## config.mk

```make
export PLATFORM = sky130hd
export DESIGN_NAME = dcacheTop
export DESIGN_NICKNAME = d
export VERILOG_FILES = /design/src/hw/dcachePkg.sv /design/src/hw/dcacheTop.sv /design/src/hw/dcacheCtrl.sv /design/src/hw/memPort.sv /design/src/hw/dataStore.sv /design/src/hw/tagStore.sv
export VERILOG_INCLUDE_DIRS = /design/src /design/src/hw
export SDC_FILE = /design/constraint.sdc
export NUM_CORES = 2
export LEC_CHECK = 0
export ABC_AREA = 0
export ABC_CLOCK_PERIOD_IN_PS = 10700
export BUFFER_PORTS_ARGS = -buffer_cell sky130_fd_sc_hd__buf_2
export CELL_PAD_IN_SITES_DETAIL_PLACEMENT = 0
export CELL_PAD_IN_SITES_GLOBAL_PLACEMENT = 1
export CORE_ASPECT_RATIO = 0.5
export CORE_MARGIN = 2
export CORE_UTILIZATION = 35
export DETAILED_ROUTE_END_ITERATION = 12
export PLACE_DENSITY = 0.57
export SETUP_SLACK_MARGIN = 0.2
export SLEW_MARGIN = 20
export SYNTH_ARGS = -nofsm -noshare
export SYNTH_HDL_FRONTEND = slang
export SYNTH_SLANG_ARGS = --single-unit
```

## constraint.sdc

```tcl
create_clock -name CLK -period 10.7 [get_ports CLK]
set_input_delay 2.14 -clock CLK [delete_from_list [all_inputs] [get_ports CLK]]
set_output_delay 2.14 -clock CLK [all_outputs]
set_load 0.03 [all_outputs]
```

## src/hw/dcache_defines.svh

```systemverilog
`ifndef DCACHE_DEFINES_SVH
`define DCACHE_DEFINES_SVH

// byte address = tag | index | block offset | byte offset
`define TAG_W 26
`define IDX_W 3

`define SETS 8
`define WORD_W 32

// hit count lands here on halt
`define HITCNT_ADDR 32'h0000_3100

`endif
```

## src/hw/dcachePkg.sv

```systemverilog
`include "dcache_defines.svh"

package dcachePkg;

   typedef logic [31:0] addrT;               // tag, idx, blkOff, 2 byte bits
   typedef logic [`TAG_W-1:0] tagT;
   typedef logic [`IDX_W-1:0] idxT;
   typedef logic [`WORD_W-1:0] wordT;
   typedef logic wayT;

   typedef enum logic [3:0]
   {
      Idle, WbWord0, WbWord1, FillWord0, FillWord1, Commit, HaltCount,
      FlushWay0Word0, FlushWay0Word1, FlushWay1Word0, FlushWay1Word1,
      FlushNext, Flushed
   } ctrlStateT;

endpackage

```

## src/hw/dcacheTop.sv

```systemverilog
`timescale 1ns/1ps
`include "dcache_defines.svh"

module dcacheTop (
   input  logic CLK,
   input  logic nRST,
   input  logic dmemRen,
   input  logic dmemWen,
   input  dcachePkg::addrT dmemAddr,
   input  dcachePkg::wordT dmemStore,
   input  logic halt,
   output logic dhit,
   output dcachePkg::wordT dmemLoad,
   output logic flushed,
   output logic memRen,
   output logic memWen,
   output dcachePkg::addrT memAddr,
   output dcachePkg::wordT memStore,
   input  logic memWait,
   input  dcachePkg::wordT memLoad
);

   dcachePkg::tagT tag;
   dcachePkg::idxT idx;
   logic blkOff;

   dcachePkg::ctrlStateT state;
   dcachePkg::idxT scanIdx;
   dcachePkg::wordT hitCount;
   logic fillEn, fillDirty, wbClean, setDirty, invalidateAll;
   dcachePkg::wayT fillWay, weWay, hitWay, victimWay;
   logic wordWe, weWord, weSrcMem;
   logic hit, victimDirty, scanDirty0, scanDirty1;
   dcachePkg::tagT victimTag, scanTag0, scanTag1;
   dcachePkg::wordT victimWord0, victimWord1;
   dcachePkg::wordT scanWord0Way0, scanWord1Way0, scanWord0Way1, scanWord1Way1;

   assign tag = dmemAddr[31 -: `TAG_W];
   assign idx = dmemAddr[3 +: `IDX_W];
   assign blkOff = dmemAddr[2];

   dcacheCtrl ctrl0 (.*);

   tagStore tags0 (.*);

   dataStore data0 (.*);

   memPort port0 (.*);

endmodule

```

## src/hw/dcacheCtrl.sv

```systemverilog
`timescale 1ns/1ps
`include "dcache_defines.svh"

module dcacheCtrl (
   input  logic CLK,
   input  logic nRST,
   input  logic dmemRen,
   input  logic dmemWen,
   input  logic halt,
   input  logic memWait,
   input  logic hit,
   input  dcachePkg::wayT hitWay,
   input  dcachePkg::wayT victimWay,
   input  logic victimDirty,
   input  logic scanDirty0,
   input  logic scanDirty1,
   output logic dhit,
   output logic flushed,
   output logic memRen,
   output logic memWen,
   output dcachePkg::ctrlStateT state,
   output dcachePkg::idxT scanIdx,
   output dcachePkg::wordT hitCount,
   output logic fillEn,
   output dcachePkg::wayT fillWay,
   output logic fillDirty,
   output logic wbClean,
   output logic setDirty,
   output logic invalidateAll,
   output logic wordWe,
   output dcachePkg::wayT weWay,
   output logic weWord,
   output logic weSrcMem
);

   dcachePkg::ctrlStateT nextState;
   logic req;
   logic missed;                                  // current request missed once
   logic xferDone;

   assign req = dmemRen || dmemWen;
   assign xferDone = !memWait;
   assign dhit = (state == dcachePkg::Idle) && req && hit;
   assign flushed = (state == dcachePkg::Flushed);
   assign setDirty = dhit && dmemWen;
   assign fillWay = victimWay;
   assign fillDirty = dmemWen;                    // store follows in idle anyway
   assign weWay = (state == dcachePkg::Idle) ? hitWay : victimWay;

   always_ff @(posedge CLK, negedge nRST)
   begin
      if (!nRST)
      begin
         state <= dcachePkg::Idle;
         missed <= 1'b0;
         hitCount <= '0;
         scanIdx <= '0;
      end
      else
      begin
         state <= nextState;
         if (dhit)
         begin
            missed <= 1'b0;
            if (!missed)
               hitCount <= hitCount + 1'b1;       // first-look hits only
         end
         else if (state == dcachePkg::Idle && req && !hit)
            missed <= 1'b1;
         if (state == dcachePkg::FlushNext)
            scanIdx <= scanIdx + 1'b1;
      end
   end

   always_comb
   begin
      nextState = state;
      memRen = 1'b0;
      memWen = 1'b0;
      fillEn = 1'b0;
      wbClean = 1'b0;
      invalidateAll = 1'b0;
      wordWe = 1'b0;
      weWord = 1'b0;
      weSrcMem = 1'b0;
      unique case (state)
         dcachePkg::Idle:
         begin
            wordWe = setDirty;                    // store hit
            if (req && !hit)
               nextState = victimDirty ? dcachePkg::WbWord0 : dcachePkg::FillWord0;
            else if (halt && !req)
               nextState = dcachePkg::HaltCount;
         end
         dcachePkg::WbWord0:
         begin
            memWen = 1'b1;
            if (xferDone)
               nextState = dcachePkg::WbWord1;
         end
         dcachePkg::WbWord1:
         begin
            memWen = 1'b1;
            if (xferDone)
            begin
               wbClean = 1'b1;
               nextState = dcachePkg::FillWord0;
            end
         end
         dcachePkg::FillWord0:
         begin
            memRen = 1'b1;
            weSrcMem = 1'b1;
            wordWe = xferDone;
            if (xferDone)
               nextState = dcachePkg::FillWord1;
         end
         dcachePkg::FillWord1:
         begin
            memRen = 1'b1;
            weSrcMem = 1'b1;
            weWord = 1'b1;
            wordWe = xferDone;
            if (xferDone)
               nextState = dcachePkg::Commit;
         end
         dcachePkg::Commit:
         begin
            fillEn = 1'b1;
            nextState = dcachePkg::Idle;
         end
         dcachePkg::HaltCount:
         begin
            memWen = 1'b1;
            if (xferDone)
               nextState = dcachePkg::FlushWay0Word0;
         end
         dcachePkg::FlushWay0Word0:
         begin
            memWen = scanDirty0;
            if (!scanDirty0)
               nextState = dcachePkg::FlushWay1Word0;
            else if (xferDone)
               nextState = dcachePkg::FlushWay0Word1;
         end
         dcachePkg::FlushWay0Word1:
         begin
            memWen = 1'b1;
            if (xferDone)
               nextState = dcachePkg::FlushWay1Word0;
         end
         dcachePkg::FlushWay1Word0:
         begin
            memWen = scanDirty1;
            if (!scanDirty1)
               nextState = dcachePkg::FlushNext;
            else if (xferDone)
               nextState = dcachePkg::FlushWay1Word1;
         end
         dcachePkg::FlushWay1Word1:
         begin
            memWen = 1'b1;
            if (xferDone)
               nextState = dcachePkg::FlushNext;
         end
         dcachePkg::FlushNext:
         begin
            if (scanIdx == dcachePkg::idxT'(`SETS - 1))
            begin
               invalidateAll = 1'b1;              // last set done
               nextState = dcachePkg::Flushed;
            end
            else
               nextState = dcachePkg::FlushWay0Word0;
         end
         dcachePkg::Flushed:
            nextState = dcachePkg::Flushed;
      endcase
   end

endmodule

```

## src/hw/memPort.sv

```systemverilog
`timescale 1ns/1ps
`include "dcache_defines.svh"

module memPort (
   input  dcachePkg::ctrlStateT state,
   input  dcachePkg::tagT tag,
   input  dcachePkg::idxT idx,
   input  dcachePkg::tagT victimTag,
   input  dcachePkg::idxT scanIdx,
   input  dcachePkg::tagT scanTag0,
   input  dcachePkg::tagT scanTag1,
   input  dcachePkg::wordT victimWord0,
   input  dcachePkg::wordT victimWord1,
   input  dcachePkg::wordT scanWord0Way0,
   input  dcachePkg::wordT scanWord1Way0,
   input  dcachePkg::wordT scanWord0Way1,
   input  dcachePkg::wordT scanWord1Way1,
   input  dcachePkg::wordT hitCount,
   output dcachePkg::addrT memAddr,
   output dcachePkg::wordT memStore
);

   always_comb
   begin
      memAddr = '0;
      memStore = '0;
      case (state)
         dcachePkg::WbWord0:
         begin
            memAddr = {victimTag, idx, 1'b0, 2'b00};
            memStore = victimWord0;
         end
         dcachePkg::WbWord1:
         begin
            memAddr = {victimTag, idx, 1'b1, 2'b00};
            memStore = victimWord1;
         end
         dcachePkg::FillWord0:
            memAddr = {tag, idx, 1'b0, 2'b00};
         dcachePkg::FillWord1:
            memAddr = {tag, idx, 1'b1, 2'b00};
         dcachePkg::HaltCount:
         begin
            memAddr = `HITCNT_ADDR;
            memStore = hitCount;
         end
         dcachePkg::FlushWay0Word0:
         begin
            memAddr = {scanTag0, scanIdx, 1'b0, 2'b00};
            memStore = scanWord0Way0;
         end
         dcachePkg::FlushWay0Word1:
         begin
            memAddr = {scanTag0, scanIdx, 1'b1, 2'b00};
            memStore = scanWord1Way0;
         end
         dcachePkg::FlushWay1Word0:
         begin
            memAddr = {scanTag1, scanIdx, 1'b0, 2'b00};
            memStore = scanWord0Way1;
         end
         dcachePkg::FlushWay1Word1:
         begin
            memAddr = {scanTag1, scanIdx, 1'b1, 2'b00};
            memStore = scanWord1Way1;
         end
         default: ;                               // no bus traffic
      endcase
   end

endmodule

```

## src/hw/dataStore.sv

```systemverilog
`timescale 1ns/1ps
`include "dcache_defines.svh"

module dataStore (
   input  logic CLK,
   input  logic nRST,
   input  dcachePkg::idxT idx,
   input  logic blkOff,
   input  dcachePkg::idxT scanIdx,
   input  logic wordWe,
   input  dcachePkg::wayT weWay,                  // way being accessed
   input  logic weWord,
   input  logic weSrcMem,
   input  dcachePkg::wordT memLoad,
   input  dcachePkg::wordT dmemStore,
   output dcachePkg::wordT dmemLoad,
   output dcachePkg::wordT victimWord0,
   output dcachePkg::wordT victimWord1,
   output dcachePkg::wordT scanWord0Way0,
   output dcachePkg::wordT scanWord1Way0,
   output dcachePkg::wordT scanWord0Way1,
   output dcachePkg::wordT scanWord1Way1
);

   dcachePkg::wordT data [2][`SETS][2];           // way, set, word
   logic wrWord;
   dcachePkg::wordT wrData;

   assign wrWord = weSrcMem ? weWord : blkOff;    // fill word number or store offset
   assign wrData = weSrcMem ? memLoad : dmemStore;

   assign dmemLoad = data[weWay][idx][blkOff];
   assign victimWord0 = data[weWay][idx][0];
   assign victimWord1 = data[weWay][idx][1];
   assign scanWord0Way0 = data[0][scanIdx][0];
   assign scanWord1Way0 = data[0][scanIdx][1];
   assign scanWord0Way1 = data[1][scanIdx][0];
   assign scanWord1Way1 = data[1][scanIdx][1];

   always_ff @(posedge CLK, negedge nRST)
   begin
      if (!nRST)
         data <= '{default: '0};
      else if (wordWe)
         data[weWay][idx][wrWord] <= wrData;
   end

endmodule

```

## src/hw/tagStore.sv

```systemverilog
`timescale 1ns/1ps
`include "dcache_defines.svh"

module tagStore (
   input  logic CLK,
   input  logic nRST,
   input  dcachePkg::tagT tag,
   input  dcachePkg::idxT idx,
   input  dcachePkg::idxT scanIdx,
   input  logic fillEn,
   input  dcachePkg::wayT fillWay,
   input  logic fillDirty,
   input  logic wbClean,
   input  logic setDirty,
   input  logic dhit,
   input  logic invalidateAll,
   output logic hit,
   output dcachePkg::wayT hitWay,
   output dcachePkg::wayT victimWay,
   output logic victimDirty,
   output dcachePkg::tagT victimTag,
   output dcachePkg::tagT scanTag0,
   output dcachePkg::tagT scanTag1,
   output logic scanDirty0,
   output logic scanDirty1
);

   dcachePkg::tagT tags [2][`SETS];
   logic [1:0][`SETS-1:0] valid;
   logic [1:0][`SETS-1:0] dirty;
   logic [`SETS-1:0] lru;                         // points at next victim
   logic [1:0] match;

   assign match[0] = valid[0][idx] && (tags[0][idx] == tag);
   assign match[1] = valid[1][idx] && (tags[1][idx] == tag);
   assign hit = |match;
   assign hitWay = match[1];
   assign victimWay = lru[idx];
   assign victimDirty = dirty[victimWay][idx];
   assign victimTag = tags[victimWay][idx];
   assign scanTag0 = tags[0][scanIdx];
   assign scanTag1 = tags[1][scanIdx];
   assign scanDirty0 = dirty[0][scanIdx];
   assign scanDirty1 = dirty[1][scanIdx];

   always_ff @(posedge CLK)
   begin
      if (fillEn)
         tags[fillWay][idx] <= tag;
   end

   always_ff @(posedge CLK, negedge nRST)
   begin
      if (!nRST)
      begin
         valid <= '0;
         dirty <= '0;
         lru <= '0;
      end
      else if (invalidateAll)
      begin
         valid <= '0;
         dirty <= '0;
      end
      else
      begin
         if (fillEn)
         begin
            valid[fillWay][idx] <= 1'b1;
            dirty[fillWay][idx] <= fillDirty;
            lru[idx] <= ~fillWay;
         end
         if (wbClean)
            dirty[victimWay][idx] <= 1'b0;
         if (setDirty)
            dirty[hitWay][idx] <= 1'b1;
         if (dhit)
            lru[idx] <= ~hitWay;                  // other way is now older
      end
   end

endmodule

```

==> impl_metrics.toml <==
[sta]
finalHoldViolCount = 0
setup_viol = 0
max_slew_margin_pct = 20.6
period_share_pct = 92.8
slew_violations = 0
setup-tns-final_ns = 0
rsz0062_at_grt = "no"
min_period_ns = 9.93
skew_ns = 0.0460
worst_pin_slew_ns = 1.19
max_freq_mhz = 101
worst_slack_ns = 0.772

[flow_run]
drv_cap = 0

[synthesis]
yosysWarnings = 0
muxShareOfSynthArea_pct = 20.9
synth-xor-area-share_pct = 0.807
ys.flop_type = "dfrtp_1"
yosys.area_share.adder_pct = 0.0443
synthArstFlopShare_pct = 72.6
synth_compound_area_share_pct = 16.0
synth_area_per_cell_sq_um = 10.8
synth_cell_types = 81
ys_seq_area_share_pct = 47.4
synth_top_family_by_area = "multiplexers"
ys_ff_latch = 1520
synth-edff-count = 416
synthSimpleGateAreaFrac_pct = 10.9
syn_area_sq_um = 84700
syn_inst = 7859

[placement]
place_congestion = 0.840
portBuffers = 197
placed_cell_area_sq_um = 90100
place_ws_ns = 0.843
dp_hpwl_um = 221000

[pwr]
powerDensity_nw_per_um2 = 242
power_w = 0.0232
combPwrFrac_pct = 37.8
internal_power_w = 0.0138
total_leakage_power_nw = 37.0
p_seq_share_pct = 35.9
irDropWorstVdd_v = 0.000247
p_clk_share_pct = 26.2
switching_share_pct = 40.2
switchingPower_w = 0.00932

[setup_path]
crit_fanout = 74
critical_path.startpoint_type = "input port"
worst_ep_arrival_time_ns = 7.79
endpoint_kind = "output pin"
crit_required_ns = 8.56
critPathKind = "input port to output pin"

[die]
ios = 202
fp-row-count = 127
die_w_um = 700
coreArea_sq_um = 240000
dieArea_sq_um = 246000
die_y_um = 352
start_util_pct = 35.3

[grt]
antenna_found_initial = 11
grt_max_degree = 153
grt_pass1_vias = 66900
grt_pass1_wl_um = 529000
grtUsageTotal_pct = 30.0
grt_overflow = 0

[cts]
clock_path_buffers = 4
post_cts_buffers = 0
tritoncts = "built"
cts_buffers = 166
post_cts_resized = 0
cts_sinks = 1520
worst_skew_pair.late_latency_ns = 0.85
clk_pin_slew_worst_paths_ns = 0.06
ctsHtreeMaxLevel = 4
hold_buffers = 0
cts-root-buf = "clkbuf_16"

[routing]
drcViolationCount = 0
wire_per_inst_um = 33.8
drt_iter0_markers = 8749
routed_wl_um = 376000
post_drt_via_cell_ratio = 6.27
final_antenna_net_count = 0
vias = 69700
firstDrtPassIters = 6

[layout]
design_area_sq_um = 95800
nNetsFinal = 7871
nFillCells = 23300
drive_gt1_share_pct = 18.3
mostFrequentLayoutCell = "nand2_1"
area_growth_pct = 13.2
final_cell_mix = "nand2_1 (1466), dfrtp_1 (1101), o21ai_1 (819), mux2i_1 (580), mux4_2 (491)"

[status]
outcome = "complete, no violations"

[worst_hold_path]
min_path_type = "register to register"
[per-stage QoR]
| step | util, % | cells | hold slack, ns |
|---|---|---|---|
| global route | 39.9 | 11100 | 0.505 |
| floorplan | - | 7860 | 0.442 |
| CTS | 39.8 | 11100 | 0.493 |
| global placement | 37.5 | 10800 | 0.465 |
| finish | 39.9 | 11100 | 0.494 |
| detailed placement | 37.5 | 10800 | 0.479 |
[path summary, 6_finish.rpt]
kind | to | slack [ns] | depth (start not counted) | startpoint
max | memStore[4] | 0.77 | 14 | dmemAddr[3]
min | tags0.valid[2] | 0.49 | 1 | tags0.valid[2]
max reg2reg | data0.data[571] | 4.17 | 15 | tags0.tags[1][86]
min reg2reg | tags0.valid[2] | 0.49 | 1 | tags0.valid[2]
max in group asynchronous | ctrl0.scanIdx[2] | 7.17 | 3 | nRST
min in group asynchronous | data0.data[1016] | 1.31 | 1 | nRST
[cells in the mapped netlist (all sizes together) (80+ instances only)]
library cell | n | area share, %
or4 | 85 | 0.76
nand2 | 1482 | 6.6
a221oi | 136 | 1.4
edfxtp | 416 | 15
clkbuf | 404 | 1.8
o21ai | 1016 | 6.0
a21oi | 403 | 2.4
mux2i | 612 | 7.2
o22ai | 203 | 1.5
a22o | 117 | 1.2
mux4 | 491 | 13
buf | 351 | 2.1
nand3 | 80 | 0.47
a22oi | 162 | 1.4
dfrtp | 1104 | 33
nor2 | 246 | 1.1
[per-layer routing]
metal  global-route usage, %  up-vias  share of wire [%]
li1                        -    29600                  -
met1                    44.2    36200                 45
met2                    45.2     3406                 43
met3                    5.57      609                8.7
met4                    8.31        0                3.0
met5                       0        -                  0
[critical path, cell delays in order]
cell and delay [ns]:
buf_8 0.56, mux4_2 0.60, mux2i_1 0.17, xor2_1 0.50, o2111ai_1 0.23, or4_4 0.63, nor4_4 0.54, a21boi_4 0.33
buf_12 0.29, mux2_1 0.33, a311oi_1 0.36, a211oi_1 0.20, o221ai_1 0.49, buf_2 0.30
[flip-flops by register name, indices dropped and copies added, names as in the netlist]
signal	flops
data0.data	1024
tags0.tags	416
ctrl0.hitCount	32
tags0.dirty	16
tags0.valid	16
tags0.lru	8
ctrl0.state	4
ctrl0.scanIdx	3
ctrl0.missed	1
[cells by family after synthesis]
| family | after synthesis |
|---|---|
| mux | 1152 |
| compound gates | 2238 |
| fa+ha+maj | 3 |
| xor+xnor | 78 |
| other cells | 1 |
| simple gates | 2090 |
| buf+inv | 777 |
| flops | 1520 |
[power by group through the flow]
stage,clock network [W],logic [W],registers [W]
2_1_floorplan,0,0.00590,0.00787
3_3_place_gp,0,0.00853,0.00838
3_5_place_dp,0,0.00865,0.00838
4_1_cts,0.00616,0.00866,0.00828
5_1_grt,0.00640,0.00932,0.00847
6_report,0.00608,0.00877,0.00832
[layout make-up]
cell class / count / area (sq um) / share of cell area (%)
sequential: 1520 / 40100 / 41.9
inverter: 22 / 83.8 / 0.0875
timing repair buffer: 493 / 4000 / 4.17
clock inverter: 69 / 781 / 0.815
multi-input combinational: 5563 / 42100 / 43.9
clock buffer: 221 / 4740 / 4.94
antenna: 2 / 5.00 / 0.00522
tap: 3225 / 4040 / 4.21
Power figures use the tool's default switching activity.
